<file path="config.mk">
export PLATFORM = sky130hd
export DESIGN_NAME = tcdm_interconnect
export DESIGN_NICKNAME = d
export VERILOG_FILES = /design/src/tcdm_pkg.sv /design/src/tcdm_xbar.sv /design/src/tcdm_target_queue.sv /design/src/tcdm_interconnect.sv
export SDC_FILE = /design/constraint.sdc
export NUM_CORES = 1
export LEC_CHECK = 0
export BUFFER_PORTS_ARGS = -buffer_cell sky130_fd_sc_hd__buf_2
export CAP_MARGIN = 20
export CORE_AREA = 2 2 293 295
export CTS_CLUSTER_SIZE = 16
export DETAILED_ROUTE_END_ITERATION = 12
export DIE_AREA = 0 0 295 297
export GPL_TIMING_DRIVEN = 0
export HOLD_SLACK_MARGIN = 0.08
export REMOVE_ABC_BUFFERS = 1
export SLEW_MARGIN = 20
export SYNTH_ARGS = -nofsm -noshare
export SYNTH_HDL_FRONTEND = slang
export SYNTH_SLANG_ARGS = --single-unit
</file>
<file path="constraint.sdc">
create_clock -name clk_i -period 3.6 [get_ports clk_i]
set_input_delay 0.36 -clock clk_i [delete_from_list [all_inputs] [get_ports clk_i]]
set_output_delay 0.36 -clock clk_i [all_outputs]
set_load 0.02 [all_outputs]
</file>
<file path="src/tcdm_pkg.sv">
`default_nettype none

package tcdm_pkg;

  // cluster geometry
  localparam int unsigned NumIn          = 4;   // initiator ports
  localparam int unsigned NumBanks       = 4;   // tcdm banks
  localparam int unsigned AddrWidth      = 32;  // initiator byte address
  localparam int unsigned DataWidth      = 32;
  localparam int unsigned BeWidth        = DataWidth / 8;
  localparam int unsigned ByteOffWidth   = 2;   // byte inside a word
  localparam int unsigned BankSelWidth   = 2;   // word-interleaved bank select
  localparam int unsigned BankAddrWidth  = 8;   // word inside a bank
  localparam int unsigned BankWords      = 2 ** BankAddrWidth;
  localparam int unsigned IdxWidth       = 2;   // initiator index carried with a request
  localparam int unsigned NumOutstanding = 2;   // in-flight transactions per bank

  // target queue sizing
  localparam int unsigned PtrWidth = (NumOutstanding > 1) ? $clog2(NumOutstanding) : 1;
  localparam int unsigned CntWidth = $clog2(NumOutstanding + 1);  // must reach NumOutstanding

  // request as issued by an initiator
  typedef struct packed {
    logic                 wen;    // 1: store, 0: load
    logic [BeWidth-1:0]   be;
    logic [AddrWidth-1:0] addr;   // byte address
    logic [DataWidth-1:0] wdata;
  } tcdm_req_t;

  // request as a bank sees it
  typedef struct packed {
    logic                     wen;
    logic [BeWidth-1:0]       be;
    logic [BankAddrWidth-1:0] addr;  // word address inside the bank
    logic [DataWidth-1:0]     wdata;
    logic [IdxWidth-1:0]      idx;   // who asked, echoed back by the bank
  } bank_req_t;

  typedef struct packed {
    logic [DataWidth-1:0] rdata;  // undefined for stores
    logic [IdxWidth-1:0]  idx;
  } bank_rsp_t;

endpackage

`default_nettype wire

</file>
<file path="src/tcdm_xbar.sv">
`default_nettype none

module tcdm_xbar (
  input  logic                                                    clk_i,
  input  logic                                                    rst_ni,
  // initiator side
  input  logic [tcdm_pkg::NumIn-1:0]                              req_i,
  input  logic [tcdm_pkg::NumIn-1:0][tcdm_pkg::BankSelWidth-1:0]  bank_sel_i,
  input  tcdm_pkg::bank_req_t [tcdm_pkg::NumIn-1:0]               wdata_i,  // idx left empty
  output logic [tcdm_pkg::NumIn-1:0]                              gnt_o,
  // bank side
  output logic [tcdm_pkg::NumBanks-1:0]                           bank_req_o,
  output tcdm_pkg::bank_req_t [tcdm_pkg::NumBanks-1:0]            bank_wdata_o,
  input  logic [tcdm_pkg::NumBanks-1:0]                           bank_ready_i,  // queue not full
  // response side, queue heads
  input  logic [tcdm_pkg::NumBanks-1:0]                           rsp_vld_i,
  input  tcdm_pkg::bank_rsp_t [tcdm_pkg::NumBanks-1:0]            rsp_i,
  output logic [tcdm_pkg::NumBanks-1:0]                           rsp_pop_o,
  output logic [tcdm_pkg::NumIn-1:0]                              vld_o,
  output logic [tcdm_pkg::NumIn-1:0][tcdm_pkg::DataWidth-1:0]     rdata_o,
  input  logic [tcdm_pkg::NumIn-1:0]                              rdy_i
);

  logic [tcdm_pkg::NumBanks-1:0][tcdm_pkg::IdxWidth-1:0]   req_rr_q, req_rr_d;  // per bank
  logic [tcdm_pkg::NumBanks-1:0][tcdm_pkg::IdxWidth-1:0]   req_win;
  logic [tcdm_pkg::NumBanks-1:0]                           req_any;
  logic [tcdm_pkg::NumIn-1:0][tcdm_pkg::BankSelWidth-1:0]  rsp_rr_q, rsp_rr_d;  // per initiator
  logic [tcdm_pkg::NumIn-1:0][tcdm_pkg::BankSelWidth-1:0]  rsp_win;

  // request arbitration, one rr arbiter per bank
  always_comb begin : req_arb
    logic [tcdm_pkg::IdxWidth-1:0] cand;
    for (int b = 0; b < tcdm_pkg::NumBanks; b++) begin
      req_any[b] = 1'b0;
      req_win[b] = req_rr_q[b];
      // walk backwards so the initiator closest to the pointer is kept last
      for (int off = tcdm_pkg::NumIn - 1; off >= 0; off--) begin
        cand = req_rr_q[b] + tcdm_pkg::IdxWidth'(off);  // wraps, NumIn is 2**IdxWidth
        if (req_i[cand] && (bank_sel_i[cand] == tcdm_pkg::BankSelWidth'(b))) begin
          req_any[b] = 1'b1;
          req_win[b] = cand;
        end
      end
      bank_req_o[b]       = req_any[b] & bank_ready_i[b];  // full queue blocks the bank
      bank_wdata_o[b]     = wdata_i[req_win[b]];
      bank_wdata_o[b].idx = req_win[b];                    // tag for the way back
      req_rr_d[b]         = bank_req_o[b] ? req_win[b] + 1'b1 : req_rr_q[b];
    end
    for (int i = 0; i < tcdm_pkg::NumIn; i++) begin
      gnt_o[i] = req_i[i] & bank_req_o[bank_sel_i[i]]
               & (req_win[bank_sel_i[i]] == tcdm_pkg::IdxWidth'(i));
    end
  end

  // response arbitration, one rr arbiter per initiator over the queue heads
  always_comb begin : rsp_arb
    logic [tcdm_pkg::BankSelWidth-1:0] cand;
    rsp_pop_o = '0;
    for (int i = 0; i < tcdm_pkg::NumIn; i++) begin
      vld_o[i]   = 1'b0;
      rsp_win[i] = rsp_rr_q[i];
      for (int off = tcdm_pkg::NumBanks - 1; off >= 0; off--) begin
        cand = rsp_rr_q[i] + tcdm_pkg::BankSelWidth'(off);
        if (rsp_vld_i[cand] && (rsp_i[cand].idx == tcdm_pkg::IdxWidth'(i))) begin
          vld_o[i]   = 1'b1;
          rsp_win[i] = cand;
        end
      end
      rdata_o[i] = rsp_i[rsp_win[i]].rdata;
      if (vld_o[i] && rdy_i[i]) begin
        rsp_pop_o[rsp_win[i]] = 1'b1;
        rsp_rr_d[i]           = rsp_win[i] + 1'b1;  // move past the bank just served
      end else if (vld_o[i]) begin
        rsp_rr_d[i] = rsp_win[i];  // stalled, park on the winner so the head stays put
      end else begin
        rsp_rr_d[i] = rsp_rr_q[i];
      end
    end
  end

  always_ff @(posedge clk_i or negedge rst_ni) begin
    if (!rst_ni) begin
      req_rr_q <= '0;
      rsp_rr_q <= '0;
    end else begin
      req_rr_q <= req_rr_d;
      rsp_rr_q <= rsp_rr_d;
    end
  end

endmodule

`default_nettype wire

</file>
<file path="src/tcdm_target_queue.sv">
`default_nettype none

module tcdm_target_queue (
  input  logic                clk_i,
  input  logic                rst_ni,
  input  logic                gnt_i,    // request taken by the bank
  input  logic                push_i,   // bank response valid
  input  tcdm_pkg::bank_rsp_t rsp_i,
  input  logic                pop_i,
  output logic                vld_o,    // head valid
  output tcdm_pkg::bank_rsp_t rsp_o,
  output logic                ready_o   // room for one more transaction
);

  tcdm_pkg::bank_rsp_t [tcdm_pkg::NumOutstanding-1:0] fifo_q;  // response storage
  logic [tcdm_pkg::PtrWidth-1:0]                      wr_ptr_q, rd_ptr_q;
  logic [tcdm_pkg::CntWidth-1:0]                      fill_q;   // entries in the fifo
  logic [tcdm_pkg::CntWidth-1:0]                      usage_q;  // granted, not yet retired
  logic                                               pop;
  logic                                               pop_q;

  assign pop     = pop_i & vld_o;
  assign vld_o   = (fill_q != '0);
  assign rsp_o   = fifo_q[rd_ptr_q];  // head shows through while not empty
  assign ready_o = (usage_q < tcdm_pkg::CntWidth'(tcdm_pkg::NumOutstanding));

  always_ff @(posedge clk_i) begin
    if (push_i) fifo_q[wr_ptr_q] <= rsp_i;  // never full here, usage_q gates the grants
  end

  always_ff @(posedge clk_i or negedge rst_ni) begin
    if (!rst_ni) begin
      wr_ptr_q <= '0;
      rd_ptr_q <= '0;
      fill_q   <= '0;
      usage_q  <= '0;
      pop_q    <= 1'b0;
    end else begin
      if (push_i) begin
        wr_ptr_q <= (wr_ptr_q == tcdm_pkg::PtrWidth'(tcdm_pkg::NumOutstanding - 1)) ?
                    '0 : wr_ptr_q + 1'b1;
      end
      if (pop) begin
        rd_ptr_q <= (rd_ptr_q == tcdm_pkg::PtrWidth'(tcdm_pkg::NumOutstanding - 1)) ?
                    '0 : rd_ptr_q + 1'b1;
      end
      fill_q  <= fill_q + tcdm_pkg::CntWidth'(push_i) - tcdm_pkg::CntWidth'(pop);
      // slot is freed a cycle after the pop
      usage_q <= usage_q + tcdm_pkg::CntWidth'(gnt_i) - tcdm_pkg::CntWidth'(pop_q);
      pop_q   <= pop;
    end
  end

endmodule

`default_nettype wire

</file>
<file path="src/tcdm_interconnect.sv">
`default_nettype none

module tcdm_interconnect (
  input  logic                                                  clk_i,
  input  logic                                                  rst_ni,
  // initiator side
  input  logic [tcdm_pkg::NumIn-1:0]                            req_i,
  input  tcdm_pkg::tcdm_req_t [tcdm_pkg::NumIn-1:0]             tcdm_req_i,
  output logic [tcdm_pkg::NumIn-1:0]                            gnt_o,
  output logic [tcdm_pkg::NumIn-1:0]                            vld_o,
  output logic [tcdm_pkg::NumIn-1:0][tcdm_pkg::DataWidth-1:0]   rdata_o,
  input  logic [tcdm_pkg::NumIn-1:0]                            rdy_i,
  // bank side, banks always grant
  output logic [tcdm_pkg::NumBanks-1:0]                         bank_req_o,
  output tcdm_pkg::bank_req_t [tcdm_pkg::NumBanks-1:0]          bank_wdata_o,
  input  logic [tcdm_pkg::NumBanks-1:0]                         bank_vld_i,
  input  tcdm_pkg::bank_rsp_t [tcdm_pkg::NumBanks-1:0]          bank_rsp_i
);

  logic [tcdm_pkg::NumIn-1:0][tcdm_pkg::BankSelWidth-1:0] bank_sel;
  tcdm_pkg::bank_req_t [tcdm_pkg::NumIn-1:0]              xbar_req;   // packed, no idx yet
  logic [tcdm_pkg::NumBanks-1:0]                          q_ready;
  logic [tcdm_pkg::NumBanks-1:0]                          q_vld;
  logic [tcdm_pkg::NumBanks-1:0]                          q_pop;
  tcdm_pkg::bank_rsp_t [tcdm_pkg::NumBanks-1:0]           q_rsp;

  // word interleaving: bank index right above the byte offset
  for (genvar i = 0; i < tcdm_pkg::NumIn; i++) begin : gen_decode
    assign bank_sel[i] = tcdm_req_i[i].addr[tcdm_pkg::ByteOffWidth +: tcdm_pkg::BankSelWidth];
    assign xbar_req[i] = '{
      wen:   tcdm_req_i[i].wen,
      be:    tcdm_req_i[i].be,
      addr:  tcdm_req_i[i].addr[tcdm_pkg::ByteOffWidth + tcdm_pkg::BankSelWidth +:
                                tcdm_pkg::BankAddrWidth],
      wdata: tcdm_req_i[i].wdata,
      idx:   '0  // filled in by the xbar
    };
  end

  tcdm_xbar u_xbar (
    .clk_i       (clk_i),
    .rst_ni      (rst_ni),
    .req_i       (req_i),
    .bank_sel_i  (bank_sel),
    .wdata_i     (xbar_req),
    .gnt_o       (gnt_o),
    .bank_req_o  (bank_req_o),
    .bank_wdata_o(bank_wdata_o),
    .bank_ready_i(q_ready),
    .rsp_vld_i   (q_vld),
    .rsp_i       (q_rsp),
    .rsp_pop_o   (q_pop),
    .vld_o       (vld_o),
    .rdata_o     (rdata_o),
    .rdy_i       (rdy_i)
  );

  // one response queue per bank, stores answer too
  for (genvar b = 0; b < tcdm_pkg::NumBanks; b++) begin : gen_queues
    tcdm_target_queue u_queue (
      .clk_i  (clk_i),
      .rst_ni (rst_ni),
      .gnt_i  (bank_req_o[b]),
      .push_i (bank_vld_i[b]),
      .rsp_i  (bank_rsp_i[b]),
      .pop_i  (q_pop[b]),
      .vld_o  (q_vld[b]),
      .rsp_o  (q_rsp[b]),
      .ready_o(q_ready[b])
    );
  end

endmodule

`default_nettype wire

</file>
=== Word-level counts from Yosys, hierarchy flattened ===
Index checks and enable logic that the tools add are counted.

* $add $sub $neg: 56
* Order comparisons: 64
* Equality and inequality tests: 27
* Mux-type cells: 272
* Bitwise operators: 19
* Reductions and logical operators: 61

{| class="wikitable"
|+ Operators by type and width
! kind !! count
|-
| $bmux 34 s2 || 20
|-
| $mux 34 || 16
|-
| $bmux 47 s2 || 4
|-
| $bwmux 68 || 4
|-
| $mux 47 || 4
|-
| $mux 2 || 76
|-
| $demux 34 s1 || 4
|-
| $lt 2x3->1 const B || 44
|-
| $bmux 2 s2 || 20
|-
| $mux 1 || 80
|-
| $bmux 1 s2 || 36
|-
| $logic_and 1x1->1 || 44
|-
| $eq 2x2->1 const B || 18
|-
| $add 2x1->2 const B || 16
|-
| $add 2x2->2 const B || 16
|-
| $eq 2x1->1 const B || 9
|-
| $logic_not 2->1 || 9
|-
| $add 2x1->2 || 8
|-
| $and 1x1->1 || 16
|-
| $lt 1x2->1 const B || 8
|-
| $mux 4 || 4
|-
| $reduce_bool 2->1 || 8
|-
| $sub 2x1->2 || 8
|-
| $or 4x4->4 || 3
|-
| other kinds (5) || 24
|}

* Flip-flop bits (word level): 316
* Input bits: 426
* Output and inout port bits: 328
* Logic and storage cells: 543

=== Logic depth before layout (Yosys ltp) ===
* Word-level depth: 23
* Mapped depth: 18
* Mapped depth without buffers: 15

=== Modules after synthesis ===
A second synthesis with hierarchy kept.

* Cell total of the unflattened synthesis: 1616
* Area, all modules: 22815.6 um2

{| class="wikitable"
|+ By module, submodules not included
! module !! times used !! cells an instance !! area each (um2) !! seq. area each (um2)
|-
| tcdm_target_queue || 4 || 132 || 2927.8 || 2217.1
|-
| tcdm_xbar || 1 || 1087 || 11100.6 || 400.4
|-
| tcdm_interconnect || 1 || 1 || 3.8 || 0.0
|}

=== Least setup slack after synthesis ===
Ideal clock, no wire load.

* Path type: flip-flop to flip-flop
* From: register gen_queues[3].u_queue.rd_ptr_q
* To: register gen_queues[0].u_queue.fill_q[1] (netlist name)
* Setup time: 123 ps
* Arrival: 3380 ps
* Data required time: 3477 ps
* Slack: 98 ps
* Cell stages (with the launch flop): 18
* Buffers on the path: 2
* Clock period less this slack: 3502 ps
* Cell sequence: dfrtp_1 > or3b_1 > a21oi_2 > a21o_1 > o21ai_1 > a222oi_1 > buf_4 > buf_2 > inv_1 > ha_1 > nand3_1 > nand3_1 > a32o_1 > ha_1 > inv_1 > ha_1 > xnor2_1 > xnor2_1

* Longest elaborated chain between the ends: 23
* Elaborated cells on any way between the ends: 131
* Classes of those cells: add/sub: 1; order compare: 8; eq/ne: 12; mux: 78; bitwise: 4; reduce/logical: 28

{| class="wikitable"
|+ RTL lines
! what !! RTL line !! text
|-
| from (decl) || tcdm_target_queue.sv:16 || <nowiki>logic [tcdm_pkg::PtrWidth-1:0] wr_ptr_q, rd_ptr_q;</nowiki>
|-
| from (signal assigned) || tcdm_target_queue.sv:44 || <nowiki>rd_ptr_q <= (rd_ptr_q == tcdm_pkg::PtrWidth'(tcdm_pkg::NumOutstanding - 1)) ?</nowiki>
|-
| $mux 34 (not written as such) * (2 in series) || tcdm_target_queue.sv:24 || <nowiki>assign rsp_o = fifo_q[rd_ptr_q];</nowiki>
|-
| $bmux 34 s2 || tcdm_xbar.sv:64 || <nowiki>if (rsp_vld_i[cand] && (rsp_i[cand].idx == tcdm_pkg::IdxWidth'(i))) begin</nowiki>
|-
| $mux 2 (not written as such) || tcdm_xbar.sv:64 ||
|-
| $logic_not 2->1 || tcdm_xbar.sv:64 ||
|-
| $logic_and 1x1->1 || tcdm_xbar.sv:64 ||
|-
| $mux 2 (4 in series) || tcdm_xbar.sv:64 ||
|-
| $lt 2x3->1 (not written as such) or $ge 2x1->1 (tied branches) || tcdm_xbar.sv:71 || <nowiki>rsp_pop_o[rsp_win[i]] = 1'b1;</nowiki>
|-
| $logic_and 1x1->1 (not written as such) || tcdm_xbar.sv:71 ||
|-
| [... 4 more ...] || - ||
|-
| $mux 4 || tcdm_xbar.sv:70 || <nowiki>if (vld_o[i] && rdy_i[i]) begin</nowiki>
|-
| $or 4x4->4 (no line) || - ||
|-
| $mux 4 || tcdm_xbar.sv:70 ||
|-
| $or 4x4->4 (no line) || - ||
|-
| $mux 4 * || tcdm_xbar.sv:70 ||
|-
| $and 1x1->1 * || tcdm_target_queue.sv:22 || <nowiki>assign pop = pop_i & vld_o;</nowiki>
|-
| named net gen_queues[0].u_queue.pop || tcdm_target_queue.sv:19 || <nowiki>logic pop;</nowiki>
|-
| $sub 2x1->2 * || tcdm_target_queue.sv:47 || <nowiki>fill_q <= fill_q + tcdm_pkg::CntWidth'(push_i) - tcdm_pkg::CntWidth'(pop);</nowiki>
|-
| to (signal assigned) || tcdm_target_queue.sv:47 ||
|-
| to (decl) || tcdm_target_queue.sv:17 || <nowiki>logic [tcdm_pkg::CntWidth-1:0] fill_q;</nowiki>
|}

Mark *: on every way through the listed nets, which the timed path passes. The rest lies on a longest branch. The select of a mux whose other input is x is not followed.
A chain may end at the register's enable or synchronous reset.

==> key figures <==
Synth
  • Count leader, synth: edfxtp_1
  • Simple-Gate Fraction of Synth Area: 0.0774
  • Async S/R FF share, synth: 0.139
  • Largest family of logic cells by synthesized area: multiplexers
  • Post-synth cell types: 69
  • Share of the synthesized area in the top cell type: 0.382
  • Synthesis Warnings: 0
  • Mux contribution to synthesized area: 0.303
  • Most instantiated flip-flop cell in the synthesis netlist: edfxtp_1
  • Post-synth EDFFs: 272
  • Synthesized area divided by synthesized cell count: 12.5 sq um
  • Most numerous cell types in the synthesized netlist: edfxtp_1, nand2_1, o21ai_0, mux4_2, mux2i_1
  • Post-Syn Area: 21,400 sq um
  • Biggest area contributors in the synthesized netlist: edfxtp_1, mux4_2, mux2i_1
  • Area share of fa/ha/maj cells after synthesis: 0.0164
  • Sequential area share after synthesis: 0.434
  • Share of the synthesized area in compound gates (AO/OA/AOI/OAI): 0.117
  • XOR/XNOR Fraction of Synth Area: 0.0131
  • Flip-flop and latch count after synthesis: 316
  • Cell taking the most area after synthesis: edfxtp_1
  • Cell count after synthesis: 1,715

STA
  • Hold Violations, Final: 0
  • Pins over their slew limit: 0
  • Finish-stage setup viols: 71
  • Final worst slack: -0.194 ns
  • Relative slew slack: 0.332
  • Setup repair after global routing missed its margin: yes
  • Final-layout setup total negative slack: -5.48 ns
  • Worst slack on hold paths: 0.232 ns
  • Share of the clock period used by the worst path after layout: 1.05
  • Final worst path period need: 3.79 ns
  • Maximum operating frequency: 264 MHz
  • Setup clock skew after layout: 0.0368 ns
  • Slew at the pin closest to its max-slew limit: 0.997 ns

Clock tree
  • H-tree levels: 2
  • Root cell of the clock tree: clkbuf_16
  • CTS Buf Count: 39
  • Clock tree from TritonCTS: yes
  • Number of sinks handled by clock tree synthesis: 316
  • CTS clock-pin slew for the worst setup and hold paths: 0.06 ns
  • Worst skew pair latency: 0.56 ns
  • Maximum buffer depth of the clock tree: 3

Worst setup path
  • Largest fanout on the critical path: 5
  • Startpoint type of the worst setup path: register
  • Critical Path AT: 3.43 ns
  • Worst stage delay on the critical path: 0.51 ns
  • Crit path cell chain: or3b_4 -> a21oi_4 -> buf_6 -> nor3b_2 -> o31ai_4 -> buf_6 -> buf_6 -> buf_12 -> buf_12 -> buf_6 -> buf_12 -> o21ai_1 -> o21ai_1 -> buf_4
  • Data required time of the critical path: 3.24 ns
  • Critical-path cell with the highest stage delay: dfrtp_4
  • Critical Path Most Common Cell: buf_6
  • Setup Crit Path Kind: reg2out
  • Worst Setup End Kind: output pin

Route
  • Met2 wirelength from detailed routing: 53,600 um
  • Detailed-route via count: 20,767
  • Residual DRC: 0
  • Antenna Nets Post-Route: 0
  • Length of routed wiring on met1: 36,500 um
  • Uppermost signal routing layer after detailed routing: met5
  • Iteration-0 DRC count of the detailed router: 1,720
  • Final routed wirelength across all metal layers: 109,000 um
  • Routed len/inst: 27.9 um
  • Routed via count divided by cell count: 5.32
  • DRT Pass-1 Iters: 5
  • Total met3 wirelength after detailed routing: 11,200 um

Die
  • Die Width: 295 um
  • Placeable core region: 84,500 sq um
  • Starting density of the core: 0.253
  • Number of top-level pins: 754
  • Number of rows created at floorplan: 107
  • Die ar.: 87,600 sq um
  • Die height: 297 um

GRT
  • Initial antenna violation count: 58
  • Global routing usage summed across all routing layers: 0.231
  • GRT Residual Overflow: 0
  • Wire length of the first global-routing pass: 145,000 um
  • Vias in the first global route: 20,102
  • Pin count of the biggest net entering global routing: 45

Final layout
  • Net total in the final layout: 3,155
  • Register area: 9290 sq um
  • Layout cells sized above 1: 0.529
  • Signed area change from the synthesized netlist to the final layout: 56.9%
  • Fillers: 7,945
  • Multi-input gate area: 12,300 sq um

Place
  • Final HPWL DP: 71,600 um
  • Number of port buffers: 665
  • Post-placement setup slack: -0.820 ns
  • Final RePlAce weighted congestion: 0.943

Run
  • # Max-Cap Violations: 0

Run status
  • Run status: complete, but fails checks
  • Violated checks: negative setup slack

Worst hold path
  • Worst min-delay path class: in2reg
-- sequential cells by signal (all words and copies together), names as in the netlist --
register                     flops
gen_queues.u_queue.fill_q        8
u_xbar.req_rr_q                  8
gen_queues.u_queue.fifo_q      272
gen_queues.u_queue.rd_ptr_q      4
gen_queues.u_queue.wr_ptr_q      4
gen_queues.u_queue.usage_q       8
gen_queues.u_queue.pop_q         4
u_xbar.rsp_rr_q                  8
-- cell usage in the layout (no fill, tap or decap), drive strengths merged, types with 4 or more instances in the layout --
cell	n
buf	919
edfxtp	272
o21ai	225
nand2	210
mux4	180
dlygate4sd3	142
mux2i	132
o211ai	98
mux2	96
clkbuf	64
dfrtp	44
nor2	36
diode	31
inv	29
ha	28
nand3	26
xnor2	25
a21oi	25
nor3b	20
clkinv	19
nand3b	16
and3b	8
xor2	7
a21o	7
and2	7
o21a	6
nor2b	6
bufbuf	5
or3b	5
o22ai	5
o211a	4
or2	4
o31ai	4
a211oi	4
nor3	4
-- cell type report --
cell class	count	area share
Multi-Input combinational cell	1230	0.368
Antenna cell	31	0.00231
Clock inverter	23	0.00396
Sequential cell	316	0.277
Clock buffer	44	0.0303
Inverter	28	0.00314
Timing Repair Buffer	1086	0.272
Tap cell	1144	0.0427
-- final timing paths --
path                                                  from                              end  slack (ns)  cells after the start
max                         gen_queues[3].u_queue.rd_ptr_q                      rdata_o[49]       -0.19                     14
min reg2reg                gen_queues[1].u_queue.fill_q[1]  gen_queues[1].u_queue.fill_q[1]        0.47                      1
min                                               rdy_i[2]               u_xbar.rsp_rr_q[4]        0.23                      3
min in group asynchronous                           rst_ni               u_xbar.req_rr_q[5]        0.41                      2
max in group asynchronous                           rst_ni   gen_queues[0].u_queue.rd_ptr_q        2.65                      2
max reg2reg                 gen_queues[3].u_queue.rd_ptr_q  gen_queues[1].u_queue.fill_q[1]       -0.10                     19
-- repair_timing --
item / in CTS / in global routing
pin swaps: 53 / 61
buffers inserted: 100 / 73
resized for setup: 308 / 260
cloned: 24 / 21
setup endpoints to repair: 172 / 137
hold buffers: 142 / 0
hold endpoints to repair: 322 / 0
-- critical path, delay by kind of cell (launching register included) --
kind            cells  cell delay (ns)
flops               1             0.51
buf+inv             8             1.05
compound gates      4             0.81
simple gates        2             0.48
-- cells by family after synthesis --
kind of cell | after synthesis
AOI/OAI and AO/OA | 406
xor gates and xnor gates | 32
adders and majority gates | 28
buffers and inverters | 170
DFF | 316
muxes | 408
and+or+nand+nor | 355
-- metrics by stage --
step	util	cells	area, sq um
after floorplan	-	1573	20600
after global placement	0.301	3382	25400
after detailed placement	0.319	3469	27000
after CTS	0.377	3799	31900
after global routing	0.396	3894	33500
final	0.397	3902	33500
-- metal layers --
metal	up-vias	global-route usage
met4	38	0.138
met3	356	0.0762
li1	8825	-
met5	-	0
met2	1261	0.396
met1	10287	0.247
Power is not shown: default switching activity piles up to over one toggle a cycle in this logic, so the estimate is an artifact.
